**config.mk**
```make
export PLATFORM = sky130hd
export DESIGN_NAME = dacLink
export DESIGN_NICKNAME = d
export VERILOG_FILES = /design/src/hdl/dacLinkPkg.sv /design/src/hdl/channelBank.sv /design/src/hdl/dacLink.sv /design/src/hdl/frameBuilder.sv /design/src/hdl/frameReceiver.sv /design/src/hdl/spiShifter.sv
export VERILOG_INCLUDE_DIRS = /design/src /design/src/hdl
export SDC_FILE = /design/constraint.sdc
export NUM_CORES = 1
export LEC_CHECK = 0
export ABC_AREA = 1
export BUFFER_PORTS_ARGS = -buffer_cell sky130_fd_sc_hd__buf_2
export CAP_MARGIN = 10
export CORE_MARGIN = 5
export CORE_UTILIZATION = 53
export CTS_CLUSTER_DIAMETER = 120
export DETAILED_ROUTE_END_ITERATION = 10
export PLACE_DENSITY_LB_ADDON = 0.2
export SLEW_MARGIN = 20
export SYNTH_ARGS = -nofsm -noshare
export SYNTH_HDL_FRONTEND = slang
export SYNTH_SLANG_ARGS = --single-unit
```
**constraint.sdc**
```tcl
create_clock -name DAC_CS -period 2.2 [get_ports DAC_CS]
set_input_delay 0.33 -clock DAC_CS [delete_from_list [all_inputs] [get_ports DAC_CS]]
set_output_delay 0.33 -clock DAC_CS [all_outputs]
set_load 0.02 [all_outputs]
```
**src/hdl/dacLink_params.svh**
```systemverilog
`ifndef DACLINK_PARAMS_SVH
`define DACLINK_PARAMS_SVH

// System cycles per serial clock half period
// Any value of 1 or more gives a legal serial clock
`define SCK_HALF 2

// Entries in the host request queue
`define QUEUE_DEPTH 2

// Cycles clrN must stay low before its rise counts as a clear
`define CLR_MIN 4

// Bits in one frame, sent MSB first
`define FRAME_BITS 32

`endif

```
**src/hdl/dacLinkPkg.sv**
```systemverilog
package dacLinkPkg;

   // Command nibble, frame bits 23..20
   typedef enum logic [3:0] {
      cmdWrite          = 4'b0000,
      cmdUpdate         = 4'b0001,
      cmdWriteUpdateAll = 4'b0010,
      cmdWriteUpdate    = 4'b0011,
      cmdPowerDown      = 4'b0100,
      cmdNop            = 4'b1111
   } dacCmd;

   // Address nibble, frame bits 19..16
   typedef enum logic [3:0] {
      addrA   = 4'd0,
      addrB   = 4'd1,
      addrC   = 4'd2,
      addrD   = 4'd3,
      addrAll = 4'd15
   } dacAddr;

   // Receiver verdict on a finished frame
   typedef enum logic [1:0] {
      statusOk,
      statusBadAddr,
      statusBadCmd,
      statusNotCleared
   } frameStatus;

   // Shifter sequencing
   typedef enum logic [1:0] {
      shIdle,
      shSelect,
      shShift,
      shRelease
   } shiftState;

   // Receiver clear tracking
   typedef enum logic [1:0] {
      rxWaitClr,
      rxClrLow,
      rxReady
   } rxState;

endpackage

```
**src/hdl/channelBank.sv**
```systemverilog
`timescale 1ns/1ps

module channelBank (
   input  logic               DAC_CS,
   input  logic               reset,
   input  logic               clrN,
   input  logic               applyStrobe,
   input  dacLinkPkg::dacCmd  applyCmd,
   input  dacLinkPkg::dacAddr applyAddr,
   input  logic [11:0]        applyCode,
   output logic [11:0]        chanOut0,
   output logic [11:0]        chanOut1,
   output logic [11:0]        chanOut2,
   output logic [11:0]        chanOut3,
   output logic [3:0]         powerDown
);

   import dacLinkPkg::*;

   logic [11:0] inReg  [4];
   logic [11:0] outReg [4];
   logic [3:0]  sel;

   // Channel hit by the address, or all of them
   always_comb begin
      for (int i = 0; i < 4; i++) begin
         sel[i] = (applyAddr == addrAll) || (applyAddr == dacAddr'(i));
      end
   end

   always_ff @(posedge DAC_CS) begin
      // clrN low zeros the bank on every low cycle
      if (reset || !clrN) begin
         for (int i = 0; i < 4; i++) begin
            inReg[i]  <= '0;
            outReg[i] <= '0;
         end
         powerDown <= '0;
      end else if (applyStrobe) begin
         for (int i = 0; i < 4; i++) begin
            case (applyCmd)
               cmdWrite: begin
                  if (sel[i]) begin
                     inReg[i] <= applyCode;
                  end
               end
               cmdUpdate: begin
                  if (sel[i]) begin
                     outReg[i]    <= inReg[i];
                     powerDown[i] <= 1'b0;
                  end
               end
               cmdWriteUpdate: begin
                  if (sel[i]) begin
                     inReg[i]     <= applyCode;
                     outReg[i]    <= applyCode;
                     powerDown[i] <= 1'b0;
                  end
               end
               // Write the addressed inputs, then update every channel
               cmdWriteUpdateAll: begin
                  if (sel[i]) begin
                     inReg[i]  <= applyCode;
                     outReg[i] <= applyCode;
                  end else begin
                     outReg[i] <= inReg[i];
                  end
                  powerDown[i] <= 1'b0;
               end
               cmdPowerDown: begin
                  if (sel[i]) begin
                     powerDown[i] <= 1'b1;
                  end
               end
               default: ;
            endcase
         end
      end
   end

   // Powered down channels read as zero
   assign chanOut0 = powerDown[0] ? 12'd0 : outReg[0];
   assign chanOut1 = powerDown[1] ? 12'd0 : outReg[1];
   assign chanOut2 = powerDown[2] ? 12'd0 : outReg[2];
   assign chanOut3 = powerDown[3] ? 12'd0 : outReg[3];

endmodule

```
**src/hdl/dacLink.sv**
```systemverilog
`timescale 1ns/1ps

module dacLink (
   input  logic                   DAC_CS,
   input  logic                   reset,
   input  logic                   reqStrobe,
   input  logic [3:0]             reqCmd,
   input  logic [3:0]             reqAddr,
   input  logic [11:0]            reqCode,
   input  logic                   clrN,
   output logic                   overflow,
   output logic                   busy,
   output logic                   statusValid,
   output dacLinkPkg::frameStatus status,
   output logic                   echoValid,
   output logic [31:0]            echoWord,
   output logic [11:0]            chanOut0,
   output logic [11:0]            chanOut1,
   output logic [11:0]            chanOut2,
   output logic [11:0]            chanOut3,
   output logic [3:0]             powerDown
);

   import dacLinkPkg::*;

   // Queue to shifter
   logic        frameAvail;
   logic [31:0] frameWord;
   logic        framePop;
   logic        queueBusy;
   // Serial link
   logic        sck;
   logic        csN;
   logic        mosi;
   logic        miso;
   logic        shifting;
   // Receiver to channel bank
   logic        applyStrobe;
   dacCmd       applyCmd;
   dacAddr      applyAddr;
   logic [11:0] applyCode;

   // Queued or in flight
   assign busy = queueBusy | shifting;

   frameBuilder i_frameBuilder (
      .DAC_CS(DAC_CS), .reset(reset), .reqStrobe(reqStrobe), .reqCmd(reqCmd),
      .reqAddr(reqAddr), .reqCode(reqCode), .framePop(framePop),
      .frameAvail(frameAvail), .frameWord(frameWord), .overflow(overflow),
      .queueBusy(queueBusy)
   );

   spiShifter i_spiShifter (
      .DAC_CS(DAC_CS), .reset(reset), .frameAvail(frameAvail), .frameWord(frameWord),
      .miso(miso), .framePop(framePop), .sck(sck), .csN(csN), .mosi(mosi),
      .echoValid(echoValid), .echoWord(echoWord), .shifting(shifting)
   );

   frameReceiver i_frameReceiver (
      .DAC_CS(DAC_CS), .reset(reset), .clrN(clrN), .sck(sck), .csN(csN), .mosi(mosi),
      .miso(miso), .statusValid(statusValid), .status(status),
      .applyStrobe(applyStrobe), .applyCmd(applyCmd), .applyAddr(applyAddr),
      .applyCode(applyCode)
   );

   channelBank i_channelBank (
      .DAC_CS(DAC_CS), .reset(reset), .clrN(clrN), .applyStrobe(applyStrobe),
      .applyCmd(applyCmd), .applyAddr(applyAddr), .applyCode(applyCode),
      .chanOut0(chanOut0), .chanOut1(chanOut1), .chanOut2(chanOut2),
      .chanOut3(chanOut3), .powerDown(powerDown)
   );

endmodule

```
**src/hdl/frameBuilder.sv**
```systemverilog
`timescale 1ns/1ps
`include "dacLink_params.svh"

module frameBuilder (
   input  logic        DAC_CS,
   input  logic        reset,
   input  logic        reqStrobe,
   input  logic [3:0]  reqCmd,
   input  logic [3:0]  reqAddr,
   input  logic [11:0] reqCode,
   input  logic        framePop,
   output logic        frameAvail,
   output logic [31:0] frameWord,
   output logic        overflow,
   output logic        queueBusy
);

   localparam int Depth = `QUEUE_DEPTH;
   localparam int PtrW  = (Depth > 1) ? $clog2(Depth) : 1;
   localparam int CntW  = $clog2(Depth + 1);

   logic [31:0]     queueMem [Depth];
   logic [PtrW-1:0] wrPtr;
   logic [PtrW-1:0] rdPtr;
   logic [CntW-1:0] count;
   logic            full;
   logic            doPush;
   logic [31:0]     newFrame;

   // Circular pointer step, wraps at the last entry
   function automatic logic [PtrW-1:0] nextPtr(input logic [PtrW-1:0] ptr);
      if (ptr == PtrW'(Depth - 1)) begin
         return '0;
      end
      return ptr + 1'b1;
   endfunction

   // Zero top byte and zero low nibble around the fields
   assign newFrame = {8'h00, reqCmd, reqAddr, reqCode, 4'h0};

   assign full       = (count == CntW'(Depth));
   assign frameAvail = (count != '0);
   assign frameWord  = queueMem[rdPtr];
   assign queueBusy  = frameAvail;

   // A pop in the same cycle frees the slot the push lands in
   assign doPush = reqStrobe && (!full || framePop);

   always_ff @(posedge DAC_CS) begin
      if (doPush) begin
         queueMem[wrPtr] <= newFrame;
      end
   end

   always_ff @(posedge DAC_CS) begin
      if (reset) begin
         wrPtr    <= '0;
         rdPtr    <= '0;
         count    <= '0;
         overflow <= 1'b0;
      end else begin
         // One cycle pulse per dropped request
         overflow <= reqStrobe && !doPush;
         if (doPush) begin
            wrPtr <= nextPtr(wrPtr);
         end
         if (framePop) begin
            rdPtr <= nextPtr(rdPtr);
         end
         case ({doPush, framePop})
            2'b10:   count <= count + 1'b1;
            2'b01:   count <= count - 1'b1;
            default: count <= count;
         endcase
      end
   end

   // Shifter must only take the head when one is there
   popNeedsFrame: assert property (@(posedge DAC_CS) disable iff (reset)
      framePop |-> frameAvail)
      else $error("frame taken from an empty request queue");

endmodule

```
**src/hdl/frameReceiver.sv**
```systemverilog
`timescale 1ns/1ps
`include "dacLink_params.svh"

module frameReceiver (
   input  logic                   DAC_CS,
   input  logic                   reset,
   input  logic                   clrN,
   input  logic                   sck,
   input  logic                   csN,
   input  logic                   mosi,
   output logic                   miso,
   output logic                   statusValid,
   output dacLinkPkg::frameStatus status,
   output logic                   applyStrobe,
   output dacLinkPkg::dacCmd      applyCmd,
   output dacLinkPkg::dacAddr     applyAddr,
   output logic [11:0]            applyCode
);

   import dacLinkPkg::*;

   localparam int ClrW = $clog2(`CLR_MIN + 1);

   rxState          clrState;
   logic [ClrW-1:0] clrCnt;
   logic            clearDone;
   logic            sckPrev;
   logic            csNPrev;
   logic            sckRise;
   logic            csNRise;
   logic            csNFall;
   logic [31:0]     rxShift;
   logic [5:0]      bitCnt;
   logic            frameEnd;
   logic            addrOk;
   logic            cmdOk;
   frameStatus      frameClass;

   // Serial lines are registered copies, so edges are found by sampling
   assign sckRise = sck && !sckPrev;
   assign csNRise = csN && !csNPrev;
   assign csNFall = !csN && csNPrev;

   // Clear counts only when the low time reached the minimum
   assign clearDone = (clrState == rxClrLow) && clrN && (clrCnt == ClrW'(`CLR_MIN));

   // Shift register MSB goes back out while selected
   assign miso = csN ? 1'b0 : rxShift[31];

   always_comb begin
      case (rxShift[19:16])
         addrA, addrB, addrC, addrD, addrAll: addrOk = 1'b1;
         default: addrOk = 1'b0;
      endcase
      case (rxShift[23:20])
         cmdWrite, cmdUpdate, cmdWriteUpdateAll, cmdWriteUpdate, cmdPowerDown, cmdNop:
            cmdOk = 1'b1;
         default: cmdOk = 1'b0;
      endcase
      // Missing clear outranks address, address outranks command
      if (clrState != rxReady) begin
         frameClass = statusNotCleared;
      end else if (!addrOk) begin
         frameClass = statusBadAddr;
      end else if (!cmdOk) begin
         frameClass = statusBadCmd;
      end else begin
         frameClass = statusOk;
      end
   end

   always_ff @(posedge DAC_CS) begin
      if (reset) begin
         clrState    <= rxWaitClr;
         clrCnt      <= '0;
         sckPrev     <= 1'b0;
         csNPrev     <= 1'b1;
         rxShift     <= '0;
         bitCnt      <= '0;
         frameEnd    <= 1'b0;
         statusValid <= 1'b0;
         status      <= statusOk;
         applyStrobe <= 1'b0;
      end else begin
         sckPrev <= sck;
         csNPrev <= csN;
         // Any low clrN restarts the clear; a short one leaves the part uninitialized
         case (clrState)
            rxClrLow: begin
               if (!clrN) begin
                  if (clrCnt != ClrW'(`CLR_MIN)) begin
                     clrCnt <= clrCnt + 1'b1;
                  end
               end else begin
                  clrState <= clearDone ? rxReady : rxWaitClr;
               end
            end
            default: begin
               if (!clrN) begin
                  clrState <= rxClrLow;
                  clrCnt   <= ClrW'(1);
               end
            end
         endcase
         if (clearDone) begin
            rxShift <= '0;
         end else if (sckRise && !csN) begin
            rxShift <= {rxShift[30:0], mosi};
         end
         if (csNFall) begin
            bitCnt <= '0;
         end else if (sckRise && !csN) begin
            bitCnt <= bitCnt + 1'b1;
         end
         // Verdict one cycle after the csN rise is seen
         frameEnd    <= csNRise;
         statusValid <= frameEnd;
         applyStrobe <= frameEnd && (frameClass == statusOk);
         if (frameEnd) begin
            status <= frameClass;
         end
      end
   end

   // Decoded fields for the channel bank
   always_ff @(posedge DAC_CS) begin
      if (frameEnd) begin
         applyCmd  <= dacCmd'(rxShift[23:20]);
         applyAddr <= dacAddr'(rxShift[19:16]);
         applyCode <= rxShift[15:4];
      end
   end

   // Every frame from the shifter carries exactly 32 bits
   fullFrame: assert property (@(posedge DAC_CS) disable iff (reset)
      csNRise |-> (bitCnt == 6'(`FRAME_BITS)))
      else $error("frame ended with a bit count other than 32");

endmodule

```
**src/hdl/spiShifter.sv**
```systemverilog
`timescale 1ns/1ps
`include "dacLink_params.svh"

module spiShifter (
   input  logic        DAC_CS,
   input  logic        reset,
   input  logic        frameAvail,
   input  logic [31:0] frameWord,
   input  logic        miso,
   output logic        framePop,
   output logic        sck,
   output logic        csN,
   output logic        mosi,
   output logic        echoValid,
   output logic [31:0] echoWord,
   output logic        shifting
);

   import dacLinkPkg::*;

   localparam int HalfW = (`SCK_HALF > 1) ? $clog2(`SCK_HALF) : 1;

   shiftState        state;
   logic [HalfW-1:0] halfCnt;
   logic             halfDone;
   logic [4:0]       bitCnt;
   logic [31:0]      txShift;
   logic [31:0]      rxEcho;
   logic             sckRiseNext;
   logic             sckFallNext;

   assign halfDone = (halfCnt == HalfW'(`SCK_HALF - 1));

   // Head is taken as soon as the link is free
   assign framePop = (state == shIdle) && frameAvail;

   // Leading edge of each period comes from select or from a low half
   assign sckRiseNext = halfDone && ((state == shSelect) || (state == shShift && !sck));
   assign sckFallNext = halfDone && (state == shShift) && sck;

   assign mosi     = txShift[31];
   assign echoWord = rxEcho;
   assign shifting = (state != shIdle);

   always_ff @(posedge DAC_CS) begin
      if (reset) begin
         state     <= shIdle;
         halfCnt   <= '0;
         bitCnt    <= '0;
         sck       <= 1'b0;
         csN       <= 1'b1;
         echoValid <= 1'b0;
      end else begin
         echoValid <= 1'b0;
         // Half period timer, held at zero while idle
         if (state == shIdle || halfDone) begin
            halfCnt <= '0;
         end else begin
            halfCnt <= halfCnt + 1'b1;
         end
         case (state)
            shIdle: begin
               if (frameAvail) begin
                  csN    <= 1'b0;
                  bitCnt <= '0;
                  state  <= shSelect;
               end
            end
            // First low half doubles as chip select setup
            shSelect: begin
               if (halfDone) begin
                  sck   <= 1'b1;
                  state <= shShift;
               end
            end
            shShift: begin
               if (halfDone) begin
                  sck <= ~sck;
                  if (sck) begin
                     bitCnt <= bitCnt + 1'b1;
                     // 32nd falling edge ends the data phase
                     if (bitCnt == 5'd31) begin
                        state <= shRelease;
                     end
                  end
               end
            end
            shRelease: begin
               if (csN) begin
                  echoValid <= 1'b1;
                  state     <= shIdle;
               end else if (halfDone) begin
                  csN <= 1'b1;
               end
            end
            default: state <= shIdle;
         endcase
      end
   end

   // Data path, new bit after each falling edge
   always_ff @(posedge DAC_CS) begin
      if (framePop) begin
         txShift <= frameWord;
      end else if (sckFallNext) begin
         txShift <= {txShift[30:0], 1'b0};
      end
      // Echo bit taken as sck goes high
      if (sckRiseNext) begin
         rxEcho <= {rxEcho[30:0], miso};
      end
   end

   // Serial clock only toggles inside a selected frame
   sckIdleLow: assert property (@(posedge DAC_CS) disable iff (reset)
      csN |-> !sck)
      else $error("serial clock high while chip select is released");

endmodule

```
==> summary.md, run 1 <==
| Metric | Value |
|---|---|
| # rows | `53` |
| Fin cells | `1,569` |
| Final setup TNS | `0 ps` |
| Worst Setup Start Kind | `flop` |
| DR top layer | `met4` |
| Worst r2r path cells | `7` |
| H-tree Lvls | `1` |
| Worst R2R Start | `i_frameReceiver.applyCmd[3]` |
| Outcome | `finished clean` |
| CTS sink count | `281` |
| Final worst slack | `205.1 ps` |
| Ranking of synthesized cells by area | `edfxtp_1, dfxtp_1, nand2_1, nor2_1, inv_1` |
| Hold depth | `3` |
| CTS max path bufs | `3` |
| CTS buffer count | `28` |
| Antenna diode count | `0` |
| Initial antenna violation count | `0` |
| Synth cell types | `36` |
| Seq cells post-synth | `281` |
| Pwr Density | `1030 nW/um^2` |
| Clock transition at the registers of the reported paths | `60 ps` |
| Clock latency on the worst-skew pair | `540 ps` |
| Area growth from synthesis to layout | `18.06%` |
| DR pass1 iterations | `5` |
| Dpl ws | `217.0 ps` |
| Mapped Area | `11,470 sq um` |
| Routed via count | `7,663` |
| Max-cap violations | `0` |
| Die H | `157.1 microns` |
| Initial DRC count | `608` |
| Crit end category | `flop` |
| Ys Warns | `0` |
| Most frequent cells in the layout | `nand2_1, edfxtp_1, nor2_1` |
| DIE WIDTH | `157.1 microns` |
| I/O pin count | `114` |
| Clock skew | `12.54 ps` |
| Routed wl met2 | `10.34 mm` |
| Max-Slew Margin vs Limit | `59.32%` |
| Hold Path Origin | `reqStrobe` |
| Hold violation count in the final report | `0` |
| Final wirelength | `21.64 mm` |
| First-pass GRT wire length | `35.83 mm` |
| Sequential fraction of the synthesis area | `67.90%` |
| Crit Path Category | `flop to flop` |
| CTS tree | `done` |
| Met3 WL | `1.275 mm` |
| Fin crit period | `1995 ps` |
| Final setup viols | `0` |
| Static power due to leakage | `0.005819 uW` |
| DP Wirelength | `14.52 mm` |
| Remaining antenna violation count | `0` |
| Die area | `24,680 sq um` |
| Initial Utilization | `54.22%` |
| Hold Path Sink | `i_frameBuilder.overflow` |
| Post-CTS setup buffers | `0` |
| Worst Path Required | `2370 ps` |
| Post-synth top area cell | `edfxtp_1` |
| Nets@finish | `1,306` |
| Core area | `21,150 sq um` |
| F_max | `501.3 MHz` |
| Placed cell count | `1,497` |
| Reg-to-Reg End | `i_channelBank.outReg[1][10]` |
| DRC | `0` |
| Syn Area/Cell | `10.20 sq um` |
| Synth top area share | `56.55%` |
| Worst reg-to-reg setup slack | `210 ps` |
| Vias in the first global route | `7,235` |
| Total power draw | `13,940 uW` |
| Tcrit/Tclk final | `90.68%` |
| Clock root buffer | `clkbuf_16` |
| Slew of the pin with the lowest slew margin | `609.3 ps` |
| GPL Wtd Cong | `0.9054` |
| Total congestion overflow | `0` |
| Syn Nets | `1,158` |
| Routed length per instance | `13.79 microns` |
| Worst Hold Class | `primary input to flop` |
| Layout Utilization | `64.01%` |
| Final slew viol count | `0` |
| Most common cell after layout, fill and taps aside | `nand2_1` |
| PortBufs | `113` |
| CP max FO | `13` |
| Share of layout cells above drive strength 1 | `15.69%` |
| M1 WL | `9.291 mm` |
| Crit path DAT | `2170 ps` |
| Vias per inst | `4.884` |
| Pin count of the biggest net entering global routing | `41` |
| Post_cts resized | `0` |
| RSZ-0062 raised after global routing | `false` |
| Maximum VDD drop | `808.1 uV` |
| Post-Syn Instances | `1,124` |
| Total Routing Usage GR | `17.94%` |
-- per-layer routing --
layer  track usage, %  vias up
li1                 -     3951
met1            23.45     3455
met2            31.11      210
met3            2.722       47
met4            5.694        0
met5                0        -
-- how the worst max path moves through the flow --
stage	from	endpoint	slack, ps	cells past startpoint
2_1_floorplan	i_spiShifter.state[0]	i_frameBuilder.queueMem[1][0]	30	6
3_3_place_gp	i_frameReceiver.applyCmd[3]	i_channelBank.outReg[1][8]	290	7
3_5_place_dp	i_frameReceiver.applyCmd[3]	i_channelBank.outReg[1][3]	220	7
4_1_cts	i_spiShifter.state[0]	busy	180	4
5_1_grt	i_frameReceiver.applyCmd[3]	i_channelBank.outReg[1][10]	20	7
6_report	i_frameReceiver.applyCmd[3]	i_channelBank.outReg[1][10]	210	7
-- power by group --
part           switching [uW]  internal (uW)
clock                    1890           2970
sequential                293           6590
combinational            1490            711
total                    3680          10300
-- synthesized netlist by cell type (all sizes together) --
cell / instances
o211a: 1
clkbuf: 22
a21boi: 1
ha: 10
a31oi: 1
nor3b: 1
xor2: 1
nand3: 39
o211ai: 1
a21oi: 51
a211oi: 3
mux2: 1
nor2: 192
or2: 1
nor3: 4
clkinv: 2
o21ai: 93
dfxtp: 65
nand4: 8
inv: 166
buf: 19
nand2: 225
edfxtp: 216
o21a: 1
-- flip-flops by register name (all words and copies together), names as in the netlist, 5 cells and up, named ones only --
name / flops
i_frameReceiver.applyCode: 12
i_frameBuilder.queueMem: 40
i_spiShifter.bitCnt: 5
i_spiShifter.echoWord: 32
i_channelBank.inReg: 48
i_frameReceiver.rxShift: 32
i_channelBank.outReg: 48
i_spiShifter.txShift: 28
-- critical path, stage by stage, from the launching register on --
cell      delay [ps]
edfxtp_1         440
nor2_4           210
nand2_1          100
nor2_2           100
nand2_1          110
nand2_4          130
nand2_4          120
nand2_1          420
-- through the flow --
stage               cell area, sq um  hold slack, ps
finish                         13540           70.05
global route                   13540           79.09
CTS                            13540           45.68
detailed placement             12380           381.7
global placement               12380           375.2
floorplan                      11470           368.2
-- logic make-up after synthesis --
family	after synthesis	synth area share, %
AND/OR/NAND/NOR	470	16.69
flip-flops	281	67.90
AO/OA/AOI/OAI	152	6.851
buffers and inverters	209	7.298
multiplexers	1	0.09817
adder cells (fa/ha/maj)	10	1.091
XOR/XNOR	1	0.07637
-- final cells by class --
class	count	area, sq um
timing repair buffer	159	973.4
inverter	168	630.6
tap	275	344.1
multi-input combinational	634	2849
sequential	281	7787
clock buffer	37	785.8
clock inverter	15	171.4
fill	1658	7612
-- repair_timing --
action / in CTS / in global routing
setup endpoints to repair: 0 / 0
hold buffers: 20 / 0
endpoints found under the hold margin: 40 / 0
Note: power is estimated with default switching activity, not from simulation.
==> run 2, diff against run 1 <==
- CORE_UTILIZATION: 53 -> 54
- SYNTH_HIERARCHICAL: default -> 1
==> run 2 against run 1 <==
  * Largest power group unchanged
  * Design area grew 5.6%
  * Critical path depth fell by 1
  * Non-clock buffer count shrank 1
  * Global-route usage shrank 0.29 points
==> summary.md, run 2 <==
| Metric | Value |
|---|---|
| Outcome | `finished clean` |
| Pin count of the biggest net entering global routing | `37` |
| Routed length per instance | `13.93 microns` |
| First-pass GRT wire length | `38.30 mm` |
| Post-synth top area cell | `edfxtp_1` |
| DIE WIDTH | `161.1 microns` |
| Clock latency on the worst-skew pair | `540 ps` |
| Total power draw | `15,310 uW` |
| Switching part of the total power | `28.50%` |
| Final wirelength | `22.72 mm` |
| Clock skew | `10.72 ps` |
| Cell Int Power | `10,950 uW` |
| Tcrit/Tclk final | `93.68%` |
| I/O pin count | `114` |
| DR pass1 iterations | `5` |
| Final slew viol count | `0` |
| CTS sink count | `285` |
| Antenna diode count | `0` |
| Most frequent cells in the layout | `nand2_1, edfxtp_1, nor2_1` |
| Most common cell in the netlist | `nand2_1` |
| Fin crit period | `2061 ps` |
| Nets@finish | `1,356` |
| Hold Path Sink | `i_frameBuilder/overflow` |
| Maximum VDD drop | `988.0 uV` |
| Synth top area share | `53.57%` |
| Area growth from synthesis to layout | `15.97%` |
| Syn Area/Cell | `10.47 sq um` |
| Hold Path Origin | `reqStrobe` |
| PortBufs | `113` |
| Post-Syn Instances | `1,178` |
| Mapped Area | `12,330 sq um` |
| Remaining antenna violation count | `0` |
| Core area | `22,570 sq um` |
| # rows | `55` |
| CTS buffer count | `30` |
| Hold depth | `3` |
| Die H | `161.1 microns` |
| Clock power share | `32.5%` |
| RSZ-0062 raised after global routing | `false` |
| Ranking of synthesized cells by area | `edfxtp_1, dfxtp_1, nand2_1, nor2_1, inv_1` |
| Max-cap violations | `0` |
| Final setup viols | `0` |
| Reg power frac | `46.3%` |
| CP max FO | `4` |
| Clock root buffer | `clkbuf_16` |
| Die area | `25,960 sq um` |
| H-tree Lvls | `1` |
| Share of layout cells above drive strength 1 | `20.58%` |
| Asr flop ratio synth | `0%` |
| GPL Wtd Cong | `0.8540` |
| Max-Slew Margin vs Limit | `44.40%` |
| Combinational power share | `21.2%` |
| CTS tree | `done` |
| Initial antenna violation count | `0` |
| Routed via count | `7,895` |
| Post-synth top flop | `edfxtp_1` |
| Top flop regs | `i_channelBank/inReg x48, i_channelBank/outReg x48, i_frameBuilder/queueMem x40` |
| Most common cell after layout, fill and taps aside | `nand2_1` |
| Worst Path Required | `1870 ps` |
| Vias in the first global route | `7,728` |
| Hold violation count in the final report | `0` |
| Slew of the pin with the lowest slew margin | `830.9 ps` |
| Pwr Density | `1070 nW/um^2` |
| Final setup TNS | `0 ps` |
| DP Wirelength | `15.36 mm` |
| Initial Utilization | `54.64%` |
| P_sw | `4362 uW` |
| Static power due to leakage | `0.006349 uW` |
| Seq cells post-synth | `285` |
| Worst r2r path cells | `6` |
| Worst reg-to-reg setup slack | `280 ps` |
| Worst Hold Class | `primary input to flop` |
| F_max | `485.2 MHz` |
| Ys Warns | `6` |
| Reg-to-Reg End | `i_channelBank/outReg[3][1]` |
| Synth cell types | `34` |
| Total congestion overflow | `0` |
| Initial DRC count | `411` |
| Worst Setup Start Kind | `flop` |
| Worst R2R Start | `i_frameReceiver/applyAddr[2]` |
| DRC | `0` |
| Commonest cells post-synth | `nand2_1, edfxtp_1, nor2_1, inv_1, dfxtp_1` |
| Sequential fraction of the synthesis area | `64.12%` |
| Post-synth EDFFs | `220` |
| Crit path DAT | `1730 ps` |
| Total Routing Usage GR | `17.66%` |
| Vias per inst | `4.841` |
| Crit Path Category | `flop to output pin` |
| CTS max path bufs | `3` |
| Crit end category | `output pin` |
| Clock transition at the registers of the reported paths | `60 ps` |
## run 2: cell count changes after synthesis, sizes merged, moves of 4 or more
cell and change:
inv -14, nor2 -43, mux2 +19, clkbuf -18, o21ai -52, nand3 +26, nand4 -5, edfxtp +4
nand2 +110, buf +33
## run 2: kinds of logic after synthesis
kind of cell / share of synthesized area, %
simple gates: 19.70
other cells: 0.03041
compound gates: 4.707
buf+inv: 8.025
mux: 2.435
xor+xnor: 0.07103
flops: 64.12
fa+ha+maj: 0.9131
## run 2: layout make-up
type	instances	area, sq um
clock inverter	16	171.4
inverter	152	570.5
tap	285	356.6
fill	1852	8269
multi-input combinational	696	3500
clock buffer	39	805.8
sequential	285	7908
timing repair buffer	158	991.0
## run 2: layer usage
| metal | global-route usage, % | up-vias | wire [microns] |
|---|---|---|---|
| met1 | 22.41 | 3597 | 9529 |
| met4 | 4.614 | 0 | 513 |
| met3 | 2.756 | 35 | 1119 |
| met5 | 0 | - | 0 |
| met2 | 31.75 | 182 | 11560 |
| li1 | - | 4081 | - |
## run 2: what timing repair did
item / in CTS / in global routing
hold buffers: 20 / 0
hold endpoints to repair: 40 / 0
resized for setup: 0 / 1
buffers inserted: 0 / 0
setup endpoints to repair: 0 / 1
## run 2: worst max-delay path by stage
stage,from,end,cells after the start
global placement,clrN,i_channelBank/inReg[1][6],9
floorplan,i_spiShifter/state[0],i_frameBuilder/queueMem[1][0],9
CTS,i_spiShifter/state[0],busy,6
finish,i_spiShifter/state[0],busy,6
global route,i_spiShifter/state[0],busy,6
detailed placement,clrN,i_channelBank/inReg[1][5],9
## run 2: power by group through the flow
stage                     combinational, uW  clock [uW]  sequential, uW
after global placement                 3190           0            7180
after CTS                              3290        5100            7100
after floorplan                        2540           0            7230
after detailed placement               3240           0            7200
final                                  3240        4970            7090
after global routing                   3670        5330            7170
## run 2: worst max-delay path, stage by stage, from the launching register on
cell,delay (ps)
dfxtp_1,390
inv_1,80
ha_1,270
inv_2,140
inv_1,50
nand2_1,90
buf_2,180
## run 2: per-stage QoR
| stage | hold WS, ps | instance area (sq um) | utilization, % | cells | setup WS, ps |
|---|---|---|---|---|---|
| 2_1_floorplan | 373.2 | 12380 | - | 1189 | -248.0 |
| 3_3_place_gp | 378.9 | 13120 | 58.12 | 1556 | 239.0 |
| 3_5_place_dp | 382.5 | 13120 | 58.12 | 1556 | 187.3 |
| 4_1_cts | 64.27 | 14300 | 63.33 | 1631 | 108.8 |
| 5_1_grt | 86.01 | 14300 | 63.36 | 1631 | 6.443 |
| 6_report | 84.94 | 14300 | 63.36 | 1631 | 139.0 |
==> run 3, diff against run 2 <==
- ABC_AREA: 1 -> default
- CORE_UTILIZATION: 54 -> 64
- clock period: 2.2 -> 2.56 ns (I/O delays scaled with it)
==> run 3 against run 2 <==
  * Sequential power is 14% lower
  * Critical path depth is the same
  * Design area fell by 4.4%
  * Largest cell class unchanged
  * Critical endpoint is now i_channelBank/outReg[0][6]
  * Sequential share of layout area is 2.6 points higher
  * Combinational power fell by 31%
  * Routed wire length shrank 8.8%
  * Area after synthesis shrank 2.6%
==> summary.md, run 3 <==
| Metric | Value |
|---|---|
| Max-cap violations | `0` |
| Most common cell after layout, fill and taps aside | `edfxtp_1` |
| Asr flop ratio synth | `0%` |
| Commonest cells post-synth | `edfxtp_1, nand2_1, dfxtp_1, nor2b_1, and2_1` |
| Most common cell in the netlist | `edfxtp_1` |
| Post-synth EDFFs | `220` |
| F_max | `459.5 MHz` |
| Final wirelength | `20.71 mm` |
| CTS sink count | `285` |
| M1 GR Usage | `26.00%` |
| Worst-path cell chain | `or3b_1, buf_4, a211oi_4, buf_4, mux2i_1, nor2_1` |
| H-tree Lvls | `1` |
| Worst Setup Start Kind | `flop` |
| Levels on crit path | `6` |
| Ranking of synthesized cells by area | `edfxtp_1, dfxtp_1, mux2_4, mux2i_1, nor2b_1` |
| Total Routing Usage GR | `19.17%` |
| Post-synth top area cell | `edfxtp_1` |
| Hold WS | `36.66 ps` |
| Clock latency on the worst-skew pair | `540 ps` |
| Maximum VDD drop | `854.6 uV` |
| Max-Slew Margin vs Limit | `39.45%` |
| Met2 usage | `32.57%` |
| Total congestion overflow | `0` |
| Antenna diode count | `0` |
| Most frequent cells in the layout | `edfxtp_1, buf_2, nand2_1` |
| Setup crit end | `i_channelBank/outReg[0][6]` |
| DRC | `0` |
| Synth top area share | `54.97%` |
| Worst Path Required | `2850 ps` |
| Final Cell Area | `13,670 sq um` |
| # rows | `50` |
| GRT busiest layer | `met2` |
| RSZ-0062 raised after global routing | `false` |
| Clock skew | `12.60 ps` |
| Syn Area/Cell | `13.88 sq um` |
| Synth cell types | `72` |
| CP Buf/Inv Count | `2` |
| CTS max path bufs | `3` |
| Crit Path Category | `flop to flop` |
| DP Wirelength | `13.59 mm` |
| Post_cts resized | `0` |
| Core area | `18,580 sq um` |
| Reg-to-Reg End | `i_channelBank/outReg[0][6]` |
| GPL Wtd Cong | `0.8571` |
| Post-Syn Instances | `866` |
| Placed cell count | `1,201` |
| Crit end category | `flop` |
| Top flop regs | `i_channelBank/inReg x48, i_channelBank/outReg x48, i_frameBuilder/queueMem x40` |
| Mapped Area | `12,020 sq um` |
| Die area | `21,620 sq um` |
| Clock transition at the registers of the reported paths | `60 ps` |
| Nets@finish | `1,031` |
| First-pass GRT wire length | `33.95 mm` |
| Slowest cell on the critical path | `or3b_1` |
| CTS buffer count | `29` |
| Routed via count | `6,821` |
| Final setup viols | `0` |
| Pwr Density | `902.3 nW/um^2` |
| Post-synth top flop | `edfxtp_1` |
| Most common cell on crit path | `buf_4` |
| Vias in the first global route | `6,746` |
| Seq cells post-synth | `285` |
| Worst R2R Start | `i_frameReceiver/applyCmd[2]` |
| Fin crit period | `2176 ps` |
| Crit path from | `i_frameReceiver/applyCmd[2]` |
| Slew of the pin with the lowest slew margin | `902.2 ps` |
| Final slew viol count | `0` |
| Hold violation count in the final report | `0` |
| Tcrit/Tclk final | `85.00%` |
| Hold Path Origin | `reqAddr[1]` |
| GR Layer Usage met3 | `3.331%` |
| Die H | `147.0 microns` |
| Worst reg-to-reg setup slack | `380 ps` |
| Crit path max-delay family | `simple AND/OR/NAND/NOR gates` |
| PortBufs | `113` |
| Ys Warns | `6` |
| Area growth from synthesis to layout | `13.74%` |
| Crit path largest cell delay | `490 ps` |
| CP max FO | `12` |
| Fin cells | `1,254` |
| Sequential fraction of the synthesis area | `65.80%` |
| Routed length per instance | `16.52 microns` |
| DIE WIDTH | `147.0 microns` |
| Initial DRC count | `348` |
| Cell Area, Placed | `12,750 sq um` |
| I/O pin count | `114` |
| Outcome | `finished clean` |
| Remaining antenna violation count | `0` |
| Worst r2r path cells | `6` |
| Pin count of the biggest net entering global routing | `33` |
| Initial antenna violation count | `0` |
| Worst Hold Class | `primary input to flop` |
| Clock root buffer | `clkbuf_16` |
| Crit path DAT | `2460 ps` |
| Post-CTS setup buffers | `0` |
| DR pass1 iterations | `5` |
| Vias per inst | `5.439` |
| Share of layout cells above drive strength 1 | `27.35%` |
| Fillers | `1,193` |
| Initial Utilization | `64.68%` |
| Cts hold-fix bufs | `0` |
| Static power due to leakage | `0.005190 uW` |
| CTS tree | `done` |
run 3: changes by cell type after synthesis, moves of 23 or more:
cell,before,now
o21ai_1,27,4
mux2i_1,0,39
nor2b_1,0,58
nand2_1,316,67
nand3_1,44,4
nor2_1,143,48
inv_1,142,17
and2_1,0,50
run 3: layer usage:
| layer | share of wire [%] | routed length (microns) |
|---|---|---|
| met5 | 0 | 0 |
| met1 | 44 | 9049 |
| met3 | 5.4 | 1113 |
| met4 | 1.7 | 347 |
| met2 | 49 | 10200 |
run 3: cell families (layout without fill, tap and decap cells):
| logic type | after synthesis | in the layout | synth area share (%) |
|---|---|---|---|
| XOR/XNOR | 4 | 4 | 0.2916 |
| adder cells (fa/ha/maj) | 9 | 9 | 0.9370 |
| buffers and inverters | 71 | 214 | 3.842 |
| multiplexers | 92 | 92 | 9.141 |
| flip-flops | 285 | 285 | 65.80 |
| other | 1 | 12 | 0.03120 |
| AND/OR/NAND/NOR | 296 | 296 | 13.70 |
| AO/OA/AOI/OAI | 108 | 108 | 6.257 |
run 3: how the worst min path moves through the flow:
stage                                endpoint  slack, ps  depth (start not counted)
2_1_floorplan        i_frameReceiver/frameEnd        370                          1
3_3_place_gp         i_frameReceiver/frameEnd        380                          1
3_5_place_dp         i_frameReceiver/frameEnd        380                          1
4_1_cts        i_frameBuilder/queueMem[0][12]          8                          1
5_1_grt         i_frameBuilder/queueMem[1][2]          7                          1
6_report       i_frameBuilder/queueMem[1][13]         40                          1
run 3: metrics by stage:
stage          power, uW  setup slack (ps)  TNS, ps  util [%]
2_1_floorplan       7963            -239.8   -10130         -
3_3_place_gp        8357             390.6        0     68.64
3_5_place_dp        8428             402.5        0     68.64
4_1_cts            12440             392.6        0     73.57
5_1_grt            12880             281.3        0     73.57
6_report           12330             383.9        0     73.57
run 3: layout make-up:
class,instances,area [sq um],share of cell area (%)
Clock buffer,42,824.5,6.032
Clock inverter,11,91.34,0.6682
Inverter,18,67.56,0.4943
Tap cell,234,292.8,2.142
Sequential cell,285,7908,57.85
Timing Repair Buffer,143,790.8,5.785
Multi-Input combinational cell,521,3695,27.03
run 3: worst reg2reg max path, delay by kind of cell, from the launching register on:
family	cells	cell delay [ps]
AO/OA/AOI/OAI	1	200
buffers and inverters	2	480
flip-flops	1	450
multiplexers	1	240
AND/OR/NAND/NOR	2	560
run 3: where the power goes:
part	total [uW]	leakage [uW]	internal (uW)	switching [uW]
clock	4000	0.000447	2330	1670
sequential	6100	0.00275	5790	300
combinational	2240	0.00200	1090	1140
total	12300	0.00519	9220	3110
